[config.mk]
export PLATFORM = sky130hd
export DESIGN_NAME = stim_top
export DESIGN_NICKNAME = d
export VERILOG_FILES = /design/src/stim_pkg.sv /design/src/stim_top.sv /design/src/stim_electrode_driver.sv /design/src/stim_pulse_sequencer.sv /design/src/stim_channel_setup.sv
export SDC_FILE = /design/constraint.sdc
export NUM_CORES = 1
export LEC_CHECK = 0
export CAP_MARGIN = 25
export CORE_AREA = 2 2 130 69
export CTS_CLUSTER_SIZE = 20
export DETAILED_ROUTE_END_ITERATION = 16
export DIE_AREA = 0 0 132 71
export DONT_BUFFER_PORTS = 1
export PLACE_DENSITY = 0.76
export SYNTH_ARGS = -nofsm -noshare
export SYNTH_HDL_FRONTEND = slang
export SYNTH_SLANG_ARGS = --single-unit
[constraint.sdc]
create_clock -name i_clk -period 3 [get_ports i_clk]
set_clock_uncertainty 0.15 [all_clocks]
set_input_delay 0.6 -clock i_clk [delete_from_list [all_inputs] [get_ports i_clk]]
set_output_delay 0.6 -clock i_clk [all_outputs]
set_load 0.03 [all_outputs]
[src/stim_pkg.sv]
package stim_pkg;

	// electrode array size.
	localparam int N_ELECTRODES = 8;

	typedef logic [N_ELECTRODES-1:0] electrode_mask_t;

	// number of one electrode that drives a current generator select.
	typedef logic [2:0] electrode_sel_t;

	// raw electrode number where values above 7 select electrode 0.
	typedef logic [7:0] channel_t;

	typedef logic [7:0] dac_amp_t;

	// durations, rates and timer counts in clock cycles.
	typedef logic [7:0] count_t;

	typedef enum logic [1:0] {
		MODE_MONOPOLAR    = 2'd0,
		MODE_BIPOLAR      = 2'd1,
		MODE_SIMULTANEOUS = 2'd2
	} stim_mode_t;

	typedef enum logic [2:0] {
		SEQ_IDLE    = 3'd0,
		SEQ_SEARCH  = 3'd1,
		SEQ_CATHODE = 3'd2,
		SEQ_GAP     = 3'd3,
		SEQ_ANODE   = 3'd4,
		SEQ_REST    = 3'd5
	} seq_state_t;

endpackage
[src/stim_top.sv]
`timescale 1ns/1ps

module stim_top #(
	parameter int INTERVAL_CYCLES = 2
) (
	input  logic                      i_clk,
	input  logic                      i_rst_n,
	input  logic                      i_trigger,
	input  logic [1:0]                i_polarity,
	input  stim_pkg::channel_t        i_channel_0,
	input  stim_pkg::channel_t        i_channel_1,
	input  stim_pkg::dac_amp_t        i_dac_amp_0,
	input  stim_pkg::dac_amp_t        i_dac_amp_1,
	input  stim_pkg::count_t          i_duration,
	input  stim_pkg::count_t          i_rate,
	output stim_pkg::electrode_mask_t o_stim_ca,
	output stim_pkg::electrode_mask_t o_stim_an,
	output stim_pkg::dac_amp_t        o_stim_dac0_val,
	output stim_pkg::dac_amp_t        o_stim_dac1_val,
	output stim_pkg::electrode_sel_t  o_stim_bcg0_sel,
	output stim_pkg::electrode_sel_t  o_stim_bcg1_sel,
	output logic                      o_stim_comp_en_n
);

	stim_pkg::stim_mode_t      w_mode;
	stim_pkg::electrode_mask_t w_cathode_mask;
	stim_pkg::electrode_mask_t w_anode_mask;
	stim_pkg::dac_amp_t        w_amp_0;
	stim_pkg::dac_amp_t        w_amp_1;
	stim_pkg::electrode_sel_t  w_sel_0;
	stim_pkg::electrode_sel_t  w_sel_1;
	logic                      w_search_done;
	logic                      w_cathode_on;
	logic                      w_anode_on;
	logic                      w_pulse_active;
	logic                      w_load;

	stim_channel_setup u_setup (
		.i_clk          (i_clk),
		.i_rst_n        (i_rst_n),
		.i_trigger      (i_trigger),
		.i_polarity     (i_polarity),
		.i_channel_0    (i_channel_0),
		.i_channel_1    (i_channel_1),
		.i_dac_amp_0    (i_dac_amp_0),
		.i_dac_amp_1    (i_dac_amp_1),
		.o_mode         (w_mode),
		.o_cathode_mask (w_cathode_mask),
		.o_anode_mask   (w_anode_mask),
		.o_amp_0        (w_amp_0),
		.o_amp_1        (w_amp_1),
		.o_sel_0        (w_sel_0),
		.o_sel_1        (w_sel_1),
		.o_search_done  (w_search_done)
	);

	stim_pulse_sequencer #(
		.INTERVAL_CYCLES (INTERVAL_CYCLES)
	) u_seq (
		.i_clk          (i_clk),
		.i_rst_n        (i_rst_n),
		.i_trigger      (i_trigger),
		.i_mode         (w_mode),
		.i_duration     (i_duration),
		.i_rate         (i_rate),
		.i_search_done  (w_search_done),
		.o_cathode_on   (w_cathode_on),
		.o_anode_on     (w_anode_on),
		.o_pulse_active (w_pulse_active),
		.o_load         (w_load)
	);

	stim_electrode_driver u_drv (
		.i_clk            (i_clk),
		.i_rst_n          (i_rst_n),
		.i_cathode_on     (w_cathode_on),
		.i_anode_on       (w_anode_on),
		.i_pulse_active   (w_pulse_active),
		.i_load           (w_load),
		.i_cathode_mask   (w_cathode_mask),
		.i_anode_mask     (w_anode_mask),
		.i_amp_0          (w_amp_0),
		.i_amp_1          (w_amp_1),
		.i_sel_0          (w_sel_0),
		.i_sel_1          (w_sel_1),
		.o_stim_ca        (o_stim_ca),
		.o_stim_an        (o_stim_an),
		.o_stim_dac0_val  (o_stim_dac0_val),
		.o_stim_dac1_val  (o_stim_dac1_val),
		.o_stim_bcg0_sel  (o_stim_bcg0_sel),
		.o_stim_bcg1_sel  (o_stim_bcg1_sel),
		.o_stim_comp_en_n (o_stim_comp_en_n)
	);

endmodule

[src/stim_electrode_driver.sv]
`timescale 1ns/1ps

module stim_electrode_driver (
	input  logic                      i_clk,
	input  logic                      i_rst_n,
	input  logic                      i_cathode_on,
	input  logic                      i_anode_on,
	input  logic                      i_pulse_active,
	input  logic                      i_load,
	input  stim_pkg::electrode_mask_t i_cathode_mask,
	input  stim_pkg::electrode_mask_t i_anode_mask,
	input  stim_pkg::dac_amp_t        i_amp_0,
	input  stim_pkg::dac_amp_t        i_amp_1,
	input  stim_pkg::electrode_sel_t  i_sel_0,
	input  stim_pkg::electrode_sel_t  i_sel_1,
	output stim_pkg::electrode_mask_t o_stim_ca,
	output stim_pkg::electrode_mask_t o_stim_an,
	output stim_pkg::dac_amp_t        o_stim_dac0_val,
	output stim_pkg::dac_amp_t        o_stim_dac1_val,
	output stim_pkg::electrode_sel_t  o_stim_bcg0_sel,
	output stim_pkg::electrode_sel_t  o_stim_bcg1_sel,
	output logic                      o_stim_comp_en_n
);

	always_ff @(posedge i_clk or negedge i_rst_n)
	begin
		if (!i_rst_n)
		begin
			o_stim_ca        <= '0;
			o_stim_an        <= '0;
			o_stim_comp_en_n <= 1'b1;
		end
		else
		begin
			o_stim_ca        <= i_cathode_on ? i_cathode_mask : '0;
			o_stim_an        <= i_anode_on ? i_anode_mask : '0;
			// monitor is enabled low for the whole pulse.
			o_stim_comp_en_n <= !i_pulse_active;
		end
	end

	// dac values and selects hold between loads.
	always_ff @(posedge i_clk or negedge i_rst_n)
	begin
		if (!i_rst_n)
		begin
			o_stim_dac0_val <= '0;
			o_stim_dac1_val <= '0;
			o_stim_bcg0_sel <= '0;
			o_stim_bcg1_sel <= '0;
		end
		else if (i_load)
		begin
			o_stim_dac0_val <= i_amp_0;
			o_stim_dac1_val <= i_amp_1;
			o_stim_bcg0_sel <= i_sel_0;
			o_stim_bcg1_sel <= i_sel_1;
		end
	end

	a_masks_exclusive: assert property (
		@(posedge i_clk) disable iff (!i_rst_n) !((|o_stim_ca) && (|o_stim_an))
	);

endmodule

[src/stim_pulse_sequencer.sv]
`timescale 1ns/1ps

module stim_pulse_sequencer #(
	parameter int INTERVAL_CYCLES = 2
) (
	input  logic                 i_clk,
	input  logic                 i_rst_n,
	input  logic                 i_trigger,
	input  stim_pkg::stim_mode_t i_mode,
	input  stim_pkg::count_t     i_duration,
	input  stim_pkg::count_t     i_rate,
	input  logic                 i_search_done,
	output logic                 o_cathode_on,
	output logic                 o_anode_on,
	output logic                 o_pulse_active,
	output logic                 o_load
);

	// last count of the gap between the two phases.
	localparam stim_pkg::count_t GAP_LAST = stim_pkg::count_t'(INTERVAL_CYCLES - 1);

	stim_pkg::seq_state_t r_state;
	stim_pkg::seq_state_t c_next_state;
	stim_pkg::count_t     r_duration;
	stim_pkg::count_t     r_rate;
	stim_pkg::count_t     r_phase_cnt;
	stim_pkg::count_t     r_rate_cnt;
	logic                 w_phase_end;
	logic                 w_gap_end;
	logic                 w_rest_end;
	logic                 w_in_pulse;

	always_ff @(posedge i_clk)
	begin
		if (i_trigger)
		begin
			r_duration <= i_duration;
			r_rate     <= i_rate;
		end
	end

	assign w_phase_end = (r_phase_cnt == r_duration);
	assign w_gap_end   = (r_phase_cnt == GAP_LAST);
	assign w_rest_end  = (r_rate_cnt == r_rate);

	// a trigger in any state restarts from the search.
	always_comb
	begin
		c_next_state = r_state;
		if (i_trigger)
		begin
			c_next_state = stim_pkg::SEQ_SEARCH;
		end
		else
		begin
			case (r_state)
				stim_pkg::SEQ_IDLE:
				begin
					c_next_state = stim_pkg::SEQ_IDLE;
				end
				stim_pkg::SEQ_SEARCH:
				begin
					if (i_search_done)
					begin
						c_next_state = stim_pkg::SEQ_CATHODE;
					end
				end
				stim_pkg::SEQ_CATHODE:
				begin
					if (w_phase_end)
					begin
						c_next_state = stim_pkg::SEQ_GAP;
					end
				end
				stim_pkg::SEQ_GAP:
				begin
					if (w_gap_end)
					begin
						c_next_state = stim_pkg::SEQ_ANODE;
					end
				end
				stim_pkg::SEQ_ANODE:
				begin
					if (w_phase_end)
					begin
						c_next_state = (r_rate == '0) ? stim_pkg::SEQ_IDLE : stim_pkg::SEQ_REST;
					end
				end
				stim_pkg::SEQ_REST:
				begin
					if (w_rest_end)
					begin
						c_next_state = stim_pkg::SEQ_CATHODE;
					end
				end
				default:
				begin
					c_next_state = stim_pkg::SEQ_IDLE;
				end
			endcase
		end
	end

	always_ff @(posedge i_clk or negedge i_rst_n)
	begin
		if (!i_rst_n)
		begin
			r_state     <= stim_pkg::SEQ_IDLE;
			r_phase_cnt <= '0;
			r_rate_cnt  <= '0;
		end
		else
		begin
			r_state <= c_next_state;
			// one counter serves cathode, gap and anode.
			if (c_next_state != r_state)
			begin
				r_phase_cnt <= '0;
			end
			else
			begin
				r_phase_cnt <= r_phase_cnt + 1'b1;
			end
			if (r_state == stim_pkg::SEQ_REST && c_next_state == stim_pkg::SEQ_REST)
			begin
				r_rate_cnt <= r_rate_cnt + 1'b1;
			end
			else
			begin
				r_rate_cnt <= '0;
			end
		end
	end

	assign w_in_pulse = (r_state == stim_pkg::SEQ_CATHODE) || (r_state == stim_pkg::SEQ_GAP) ||
		(r_state == stim_pkg::SEQ_ANODE);

	// levels trail the state by a cycle and drop at once on a trigger.
	always_ff @(posedge i_clk or negedge i_rst_n)
	begin
		if (!i_rst_n)
		begin
			o_cathode_on   <= 1'b0;
			o_anode_on     <= 1'b0;
			o_pulse_active <= 1'b0;
			o_load         <= 1'b0;
		end
		else
		begin
			o_cathode_on   <= !i_trigger && (r_state == stim_pkg::SEQ_CATHODE);
			o_anode_on     <= !i_trigger && (r_state == stim_pkg::SEQ_ANODE);
			o_pulse_active <= !i_trigger && w_in_pulse;
			o_load         <= !i_trigger && (r_state == stim_pkg::SEQ_CATHODE) && !o_cathode_on;
		end
	end

	a_phases_exclusive: assert property (
		@(posedge i_clk) disable iff (!i_rst_n) !(o_cathode_on && o_anode_on)
	);

	// a pulse is loaded with one of the three decoded modes.
	a_mode_legal: assert property (
		@(posedge i_clk) disable iff (!i_rst_n)
		o_load |-> (i_mode inside {stim_pkg::MODE_MONOPOLAR, stim_pkg::MODE_BIPOLAR,
			stim_pkg::MODE_SIMULTANEOUS})
	);

endmodule

[src/stim_channel_setup.sv]
`timescale 1ns/1ps

module stim_channel_setup (
	input  logic                      i_clk,
	input  logic                      i_rst_n,
	input  logic                      i_trigger,
	input  logic [1:0]                i_polarity,
	input  stim_pkg::channel_t        i_channel_0,
	input  stim_pkg::channel_t        i_channel_1,
	input  stim_pkg::dac_amp_t        i_dac_amp_0,
	input  stim_pkg::dac_amp_t        i_dac_amp_1,
	output stim_pkg::stim_mode_t      o_mode,
	output stim_pkg::electrode_mask_t o_cathode_mask,
	output stim_pkg::electrode_mask_t o_anode_mask,
	output stim_pkg::dac_amp_t        o_amp_0,
	output stim_pkg::dac_amp_t        o_amp_1,
	output stim_pkg::electrode_sel_t  o_sel_0,
	output stim_pkg::electrode_sel_t  o_sel_1,
	output logic                      o_search_done
);

	stim_pkg::stim_mode_t      r_mode;
	stim_pkg::electrode_sel_t  r_elec_0;
	stim_pkg::electrode_sel_t  r_elec_1;
	stim_pkg::dac_amp_t        r_amp_0;
	stim_pkg::dac_amp_t        r_amp_1;
	stim_pkg::electrode_mask_t r_search_ptr;
	logic                      r_search_busy;
	stim_pkg::electrode_mask_t w_mask_0;
	stim_pkg::electrode_mask_t w_mask_1;
	stim_pkg::electrode_mask_t w_union;
	logic                      w_found;

	// out of range numbers fall back to electrode 0.
	function automatic stim_pkg::electrode_sel_t channel_to_sel(input stim_pkg::channel_t ch);
		if (ch < stim_pkg::N_ELECTRODES)
		begin
			return ch[2:0];
		end
		return '0;
	endfunction

	function automatic stim_pkg::electrode_sel_t mask_to_sel(
		input stim_pkg::electrode_mask_t mask
	);
		stim_pkg::electrode_sel_t sel;
		sel = '0;
		for (int i = 0; i < stim_pkg::N_ELECTRODES; i++)
		begin
			if (mask[i])
			begin
				sel = stim_pkg::electrode_sel_t'(i);
			end
		end
		return sel;
	endfunction

	always_ff @(posedge i_clk or negedge i_rst_n)
	begin
		if (!i_rst_n)
		begin
			r_mode <= stim_pkg::MODE_MONOPOLAR;
		end
		else if (i_trigger)
		begin
			case (i_polarity)
				2'd1:    r_mode <= stim_pkg::MODE_BIPOLAR;
				2'd2:    r_mode <= stim_pkg::MODE_SIMULTANEOUS;
				default: r_mode <= stim_pkg::MODE_MONOPOLAR;
			endcase
		end
	end

	always_ff @(posedge i_clk)
	begin
		if (i_trigger)
		begin
			r_elec_0 <= channel_to_sel(i_channel_0);
			r_elec_1 <= channel_to_sel(i_channel_1);
			r_amp_0  <= i_dac_amp_0;
			r_amp_1  <= i_dac_amp_1;
		end
	end

	assign w_mask_0 = stim_pkg::electrode_mask_t'(1) << r_elec_0;
	assign w_mask_1 = stim_pkg::electrode_mask_t'(1) << r_elec_1;
	assign w_union  = w_mask_0 | w_mask_1;

	always_comb
	begin
		case (r_mode)
			stim_pkg::MODE_BIPOLAR:
			begin
				o_cathode_mask = w_mask_0;
				o_anode_mask   = w_mask_1;
			end
			stim_pkg::MODE_SIMULTANEOUS:
			begin
				o_cathode_mask = w_union;
				o_anode_mask   = w_union;
			end
			default:
			begin
				o_cathode_mask = w_mask_0;
				o_anode_mask   = w_mask_0;
			end
		endcase
	end

	// walk one electrode per cycle from electrode 0 until a free one is hit.
	assign w_found = |(r_search_ptr & ~w_union);

	always_ff @(posedge i_clk or negedge i_rst_n)
	begin
		if (!i_rst_n)
		begin
			r_search_ptr  <= stim_pkg::electrode_mask_t'(1);
			r_search_busy <= 1'b0;
		end
		else if (i_trigger)
		begin
			r_search_ptr  <= stim_pkg::electrode_mask_t'(1);
			r_search_busy <= 1'b1;
		end
		else if (r_search_busy)
		begin
			if (w_found)
			begin
				r_search_busy <= 1'b0;
			end
			else
			begin
				r_search_ptr <= {r_search_ptr[stim_pkg::N_ELECTRODES-2:0],
					r_search_ptr[stim_pkg::N_ELECTRODES-1]};
			end
		end
	end

	assign o_search_done = r_search_busy & w_found;

	assign o_mode  = r_mode;
	assign o_amp_0 = r_amp_0;
	assign o_amp_1 = (r_mode == stim_pkg::MODE_SIMULTANEOUS) ? r_amp_1 : '0;
	assign o_sel_0 = r_elec_0;
	assign o_sel_1 = (r_mode == stim_pkg::MODE_SIMULTANEOUS) ? r_elec_1 : mask_to_sel(r_search_ptr);

	a_search_ptr_onehot: assert property (
		@(posedge i_clk) disable iff (!i_rst_n) $onehot(r_search_ptr)
	);

endmodule

==> results.md <==
- The flow ran to the end, and the final reports show no timing, DRC or antenna violations.
- Entering global routing, the biggest net connects 74 pins.
- Counting flops and latches in the post-synthesis netlist gives 111.
- The mapped netlist covers 4920 um^2.
- For this run, the slowest stage of the critical path takes 610 ps.
- For this run, the number of standard cells in the final layout without fillers is 541.
- Once the floorplan was initialized, standard cells occupied 59.2% of the core.
- The number of levels the H-tree was split into is 3.
- The number of antenna-violating nets in the routed design is 0.
- The number of port buffers is 0.
- The worst setup path is of the register to register kind.
- In the final routed layout, each cell accounts on average for 19.0 um.
- 92 I/O pins were placed.
- The tightest hold margin is 193 ps.
- Counting the buffers created by CTS gives 9.
- The critical path runs through a total of 5 cells.
- The number of detailed-routing iterations run before antenna repair is 6.
- The source of the worst hold timing path is i_dac_amp_1[0].
- In the global route stage, overall resource usage came out at 23.4%.
- The wire length after detailed routing is 10300 um.
- The quantity of gates resized following cts is 0.
- Across all register-to-register paths, the minimum setup slack is 370 ps.
- Cell internal power was estimated by the tool at 0.00260 W.
- Combinational logic burns 13.0% of the power.
- The clock slew at the register clock pins of the worst setup and hold paths is 70 ps.
- The capturing point of the worst reg2reg path is u_setup.r_search_ptr[1].
- The final number of max-transition violations is 0.
- For the pin with the worst max-slew slack, the measured transition is 865 ps.
- In this run, distinct cell masters in the synthesized netlist total 56.
- The share of layout cells above drive strength 1 is 9.20%.
- The wire length of the first global-routing pass is 16500 um.
- The tightest min-delay check is of the input port to register type.
- The total via count in the routed design is 3198.
- The flip-flop cell with the highest count after synthesis is sky130_fd_sc_hd__dfrtp_1.
- The path depth of the worst reg2reg path is 5.
- The clock network power share is 28.0%.
- Relative to the synthesized area, the layout overhead comes to 8.18%.
- At the end of routability-driven placement, the weighted congestion stood at 0.903.
- The total area inside the core boundary comes to 8320 um^2.
- The number of global-route vias before repair is 2950.
- Sorting the synthesized cells by how often they occur yields sky130_fd_sc_hd__dfrtp_1, sky130_fd_sc_hd__edfxtp_1, sky130_fd_sc_hd__xor2_1, sky130_fd_sc_hd__nand3_1, sky130_fd_sc_hd__nor2_1.
- The TritonCTS clock tree is built.
- The number of maximum-capacitance constraint violations is 0.
- The site row count is 24.
- The synthesized netlist net count is 477.
- After synthesis, the share of flip-flops with an asynchronous set or reset is 65.8%.
- Across the VDD grid, the largest voltage drop is 0.487 mV.
- Along the worst path, the maximum fanout reaches 15.
- The relative contribution of sequential cells to total power is 59.0%.
- The first-iteration detailed-routing DRC count is 342.
- Counting along the longest clock path gives a buffer depth of 2.
- Data arrives at the worst endpoint at 2750 ps.
- The number of cells on the worst hold path is 0.
- The final layout net count is 477.
- The number of buffers and inverters on the critical path is 0.
- Once detailed placement completed, the half-perimeter wirelength came to 7180 um.
- The final-report setup violation count is 0.
- Synthesis produced a netlist whose cell count is 419.
- The worst hold path terminates at u_setup.r_amp_1[0].
- For the worst setup path, the data required time is 3110 ps.
- Walking the worst path, the cells encountered are or3b_1 > and3_4 > nor4_4 > and4_1 > mux2i_1.
- Summed over all failing endpoints, the final setup total negative slack is 0 ps.
- The buffer cell driving the clock tree root is sky130_fd_sc_hd__clkbuf_16.
- The die covers 9370 um^2.
- The number of warnings issued by yosys is 0.
- Measured along the y axis, the die boundary spans 71 um.
- The portion of synthesized cell area occupied by the leading cell type is 36.1%.
- The largest total area in the synthesized netlist belongs to sky130_fd_sc_hd__dfrtp_1.
- The post-route minimum period is 2630 ps.
- The number of failing hold endpoints at the final stage is 0.
- The static power due to leakage is 2.19 nW.
- Fill cells in the final layout number 650.
- In this run the horizontal extent of the chip is 132 um.
- The critical path launch point type is a register.
- The average instance in the mapped netlist occupies 11.8 um^2.
- For this design the ratio of total power to cell area is 726 nW/um^2.
- Setup repair after global routing left no endpoint under its margin.
- The number of clock sinks is 111.
- The total net switching power is 0.00127 W.
- In this run switching power makes up 32.8% of total power.
- The total DRC errors in the routed layout is 0.
- After global routing the overflow that remains totals 0.
- Among cell families on the critical path, the largest total delay comes from simple AND/OR/NAND/NOR gates.
- The mean number of vias per cell is 5.91.
- The number of antenna violations at the first check in global routing was 0.
- On the critical path, the stage with the largest delay is an instance of sky130_fd_sc_hd__edfxtp_1.
- In the post-synthesis netlist, the biggest area contributors are sky130_fd_sc_hd__dfrtp_1, sky130_fd_sc_hd__edfxtp_1, sky130_fd_sc_hd__xor2_1, sky130_fd_sc_hd__mux2_2, sky130_fd_sc_hd__nand3_1.
- In this run, placement finished with an instance count of 523.
- The count of antenna diodes in the layout is 0.
- In this run the tightest slew margin relative to its limit is 42.4%.
- sky130_fd_sc_hd__dfrtp_1 is the most common cell in the netlist.
- The share of the cycle needed by the critical path after routing is 87.7%.
- The number of setup buffers added after CTS is 0.
- For the worst-skew pair, the clock arrives at the later sink with an insertion delay of 350 ps.
- The worst register-to-register path begins at u_setup.r_elec_1[1].
- Derived from the worst setup path, the maximum achievable clock frequency is 0.380 GHz.
- The sequential cell area fraction in the yosys report is 60.3%.
- For this design, the CTS-stage hold fixing added 2 buffers.
- The synthesized design contains 38 enable-type register cells.
- The worst setup path is captured at a register.
## layer usage
| metal | vias to the layer above | GRT usage [%] | share of wire, % |
|---|---|---|---|
| met5 | - | 0 | 0 |
| met3 | 8 | 6.95 | 7.1 |
| met1 | 1556 | 37.9 | 52 |
| met4 | 0 | 6.16 | 0.96 |
| li1 | 1498 | - | - |
| met2 | 136 | 30.3 | 40 |
## layout make-up
type / instances / area (um^2) / area share, %
Clock buffer: 11 / 233 / 4.37
Sequential cell: 111 / 2970 / 55.8
Inverter: 23 / 86.3 / 1.62
Timing Repair Buffer: 5 / 60.1 / 1.13
Multi-Input combinational cell: 269 / 1800 / 33.7
Tap cell: 117 / 146 / 2.75
Clock inverter: 5 / 35.0 / 0.658
## power groups by stage
stage	Combinational (W)	Sequential, W	Clock, W
after floorplan	0.000420	0.00222	0
after global placement	0.000454	0.00230	0
after detailed placement	0.000474	0.00231	0
after CTS	0.000502	0.00228	0.00111
after global routing	0.000566	0.00232	0.00118
final	0.000503	0.00228	0.00108
## registers in the layout (all words and copies together), names as in the netlist, 8 cells and up
register               count
u_drv.o_stim_dac0_val      8
u_drv.o_stim_dac1_val      8
u_setup.o_amp_0            8
u_seq.r_duration           8
u_seq.r_phase_cnt          8
u_drv.o_stim_ca            8
u_seq.r_rate_cnt           8
u_setup.r_amp_1            8
u_drv.o_stim_an            8
u_setup.r_search_ptr       8
u_seq.r_rate               8
## cell usage in the layout, fill, tap and decap left out, drive strengths merged, types with 13 or more instances in the layout
cell,count
edfxtp,38
xor2,26
nand2b,13
nand2,20
nor2,25
nand3,25
mux2,13
o21ai,15
a21oi,15
nor4,18
dfrtp,71
inv,23
## cell families (layout without fill, tap and decap cells)
| group | count (synthesis) | count (layout) | synth area share (%) |
|---|---|---|---|
| muxes | 22 | 22 | 4.80 |
| buffers and inverters | 39 | 44 | 3.20 |
| and+or+nand+nor | 160 | 160 | 18.2 |
| AOI/OAI and AO/OA | 54 | 54 | 7.19 |
| DFF | 111 | 111 | 60.3 |
| xor gates and xnor gates | 28 | 28 | 4.98 |
| adders and majority gates | 5 | 5 | 1.27 |
## how the worst max path moves through the flow
stage | endpoint | start
after floorplan | u_setup.r_search_ptr[0] | u_setup.r_elec_1[0]
after global routing | u_setup.r_search_ptr[6] | u_setup.r_elec_1[1]
after CTS | u_setup.r_search_ptr[5] | u_setup.r_elec_1[1]
after detailed placement | u_setup.r_search_ptr[5] | u_setup.r_elec_1[1]
after global placement | u_setup.r_search_ptr[5] | u_setup.r_elec_1[0]
final | u_setup.r_search_ptr[1] | u_setup.r_elec_1[1]
## per-stage QoR
| step | worst slack [ps] | instance area (um^2) | utilization (%) | power, W |
|---|---|---|---|---|
| after floorplan | 933 | 4920 | - | 0.00264 |
| after global placement | 506 | 5020 | 60.4 | 0.00276 |
| after detailed placement | 421 | 5020 | 60.4 | 0.00278 |
| after CTS | 413 | 5330 | 64.0 | 0.00389 |
| after global routing | 244 | 5330 | 64.0 | 0.00406 |
| final | 368 | 5330 | 64.0 | 0.00387 |
Note: power is estimated with default switching activity, not from simulation.
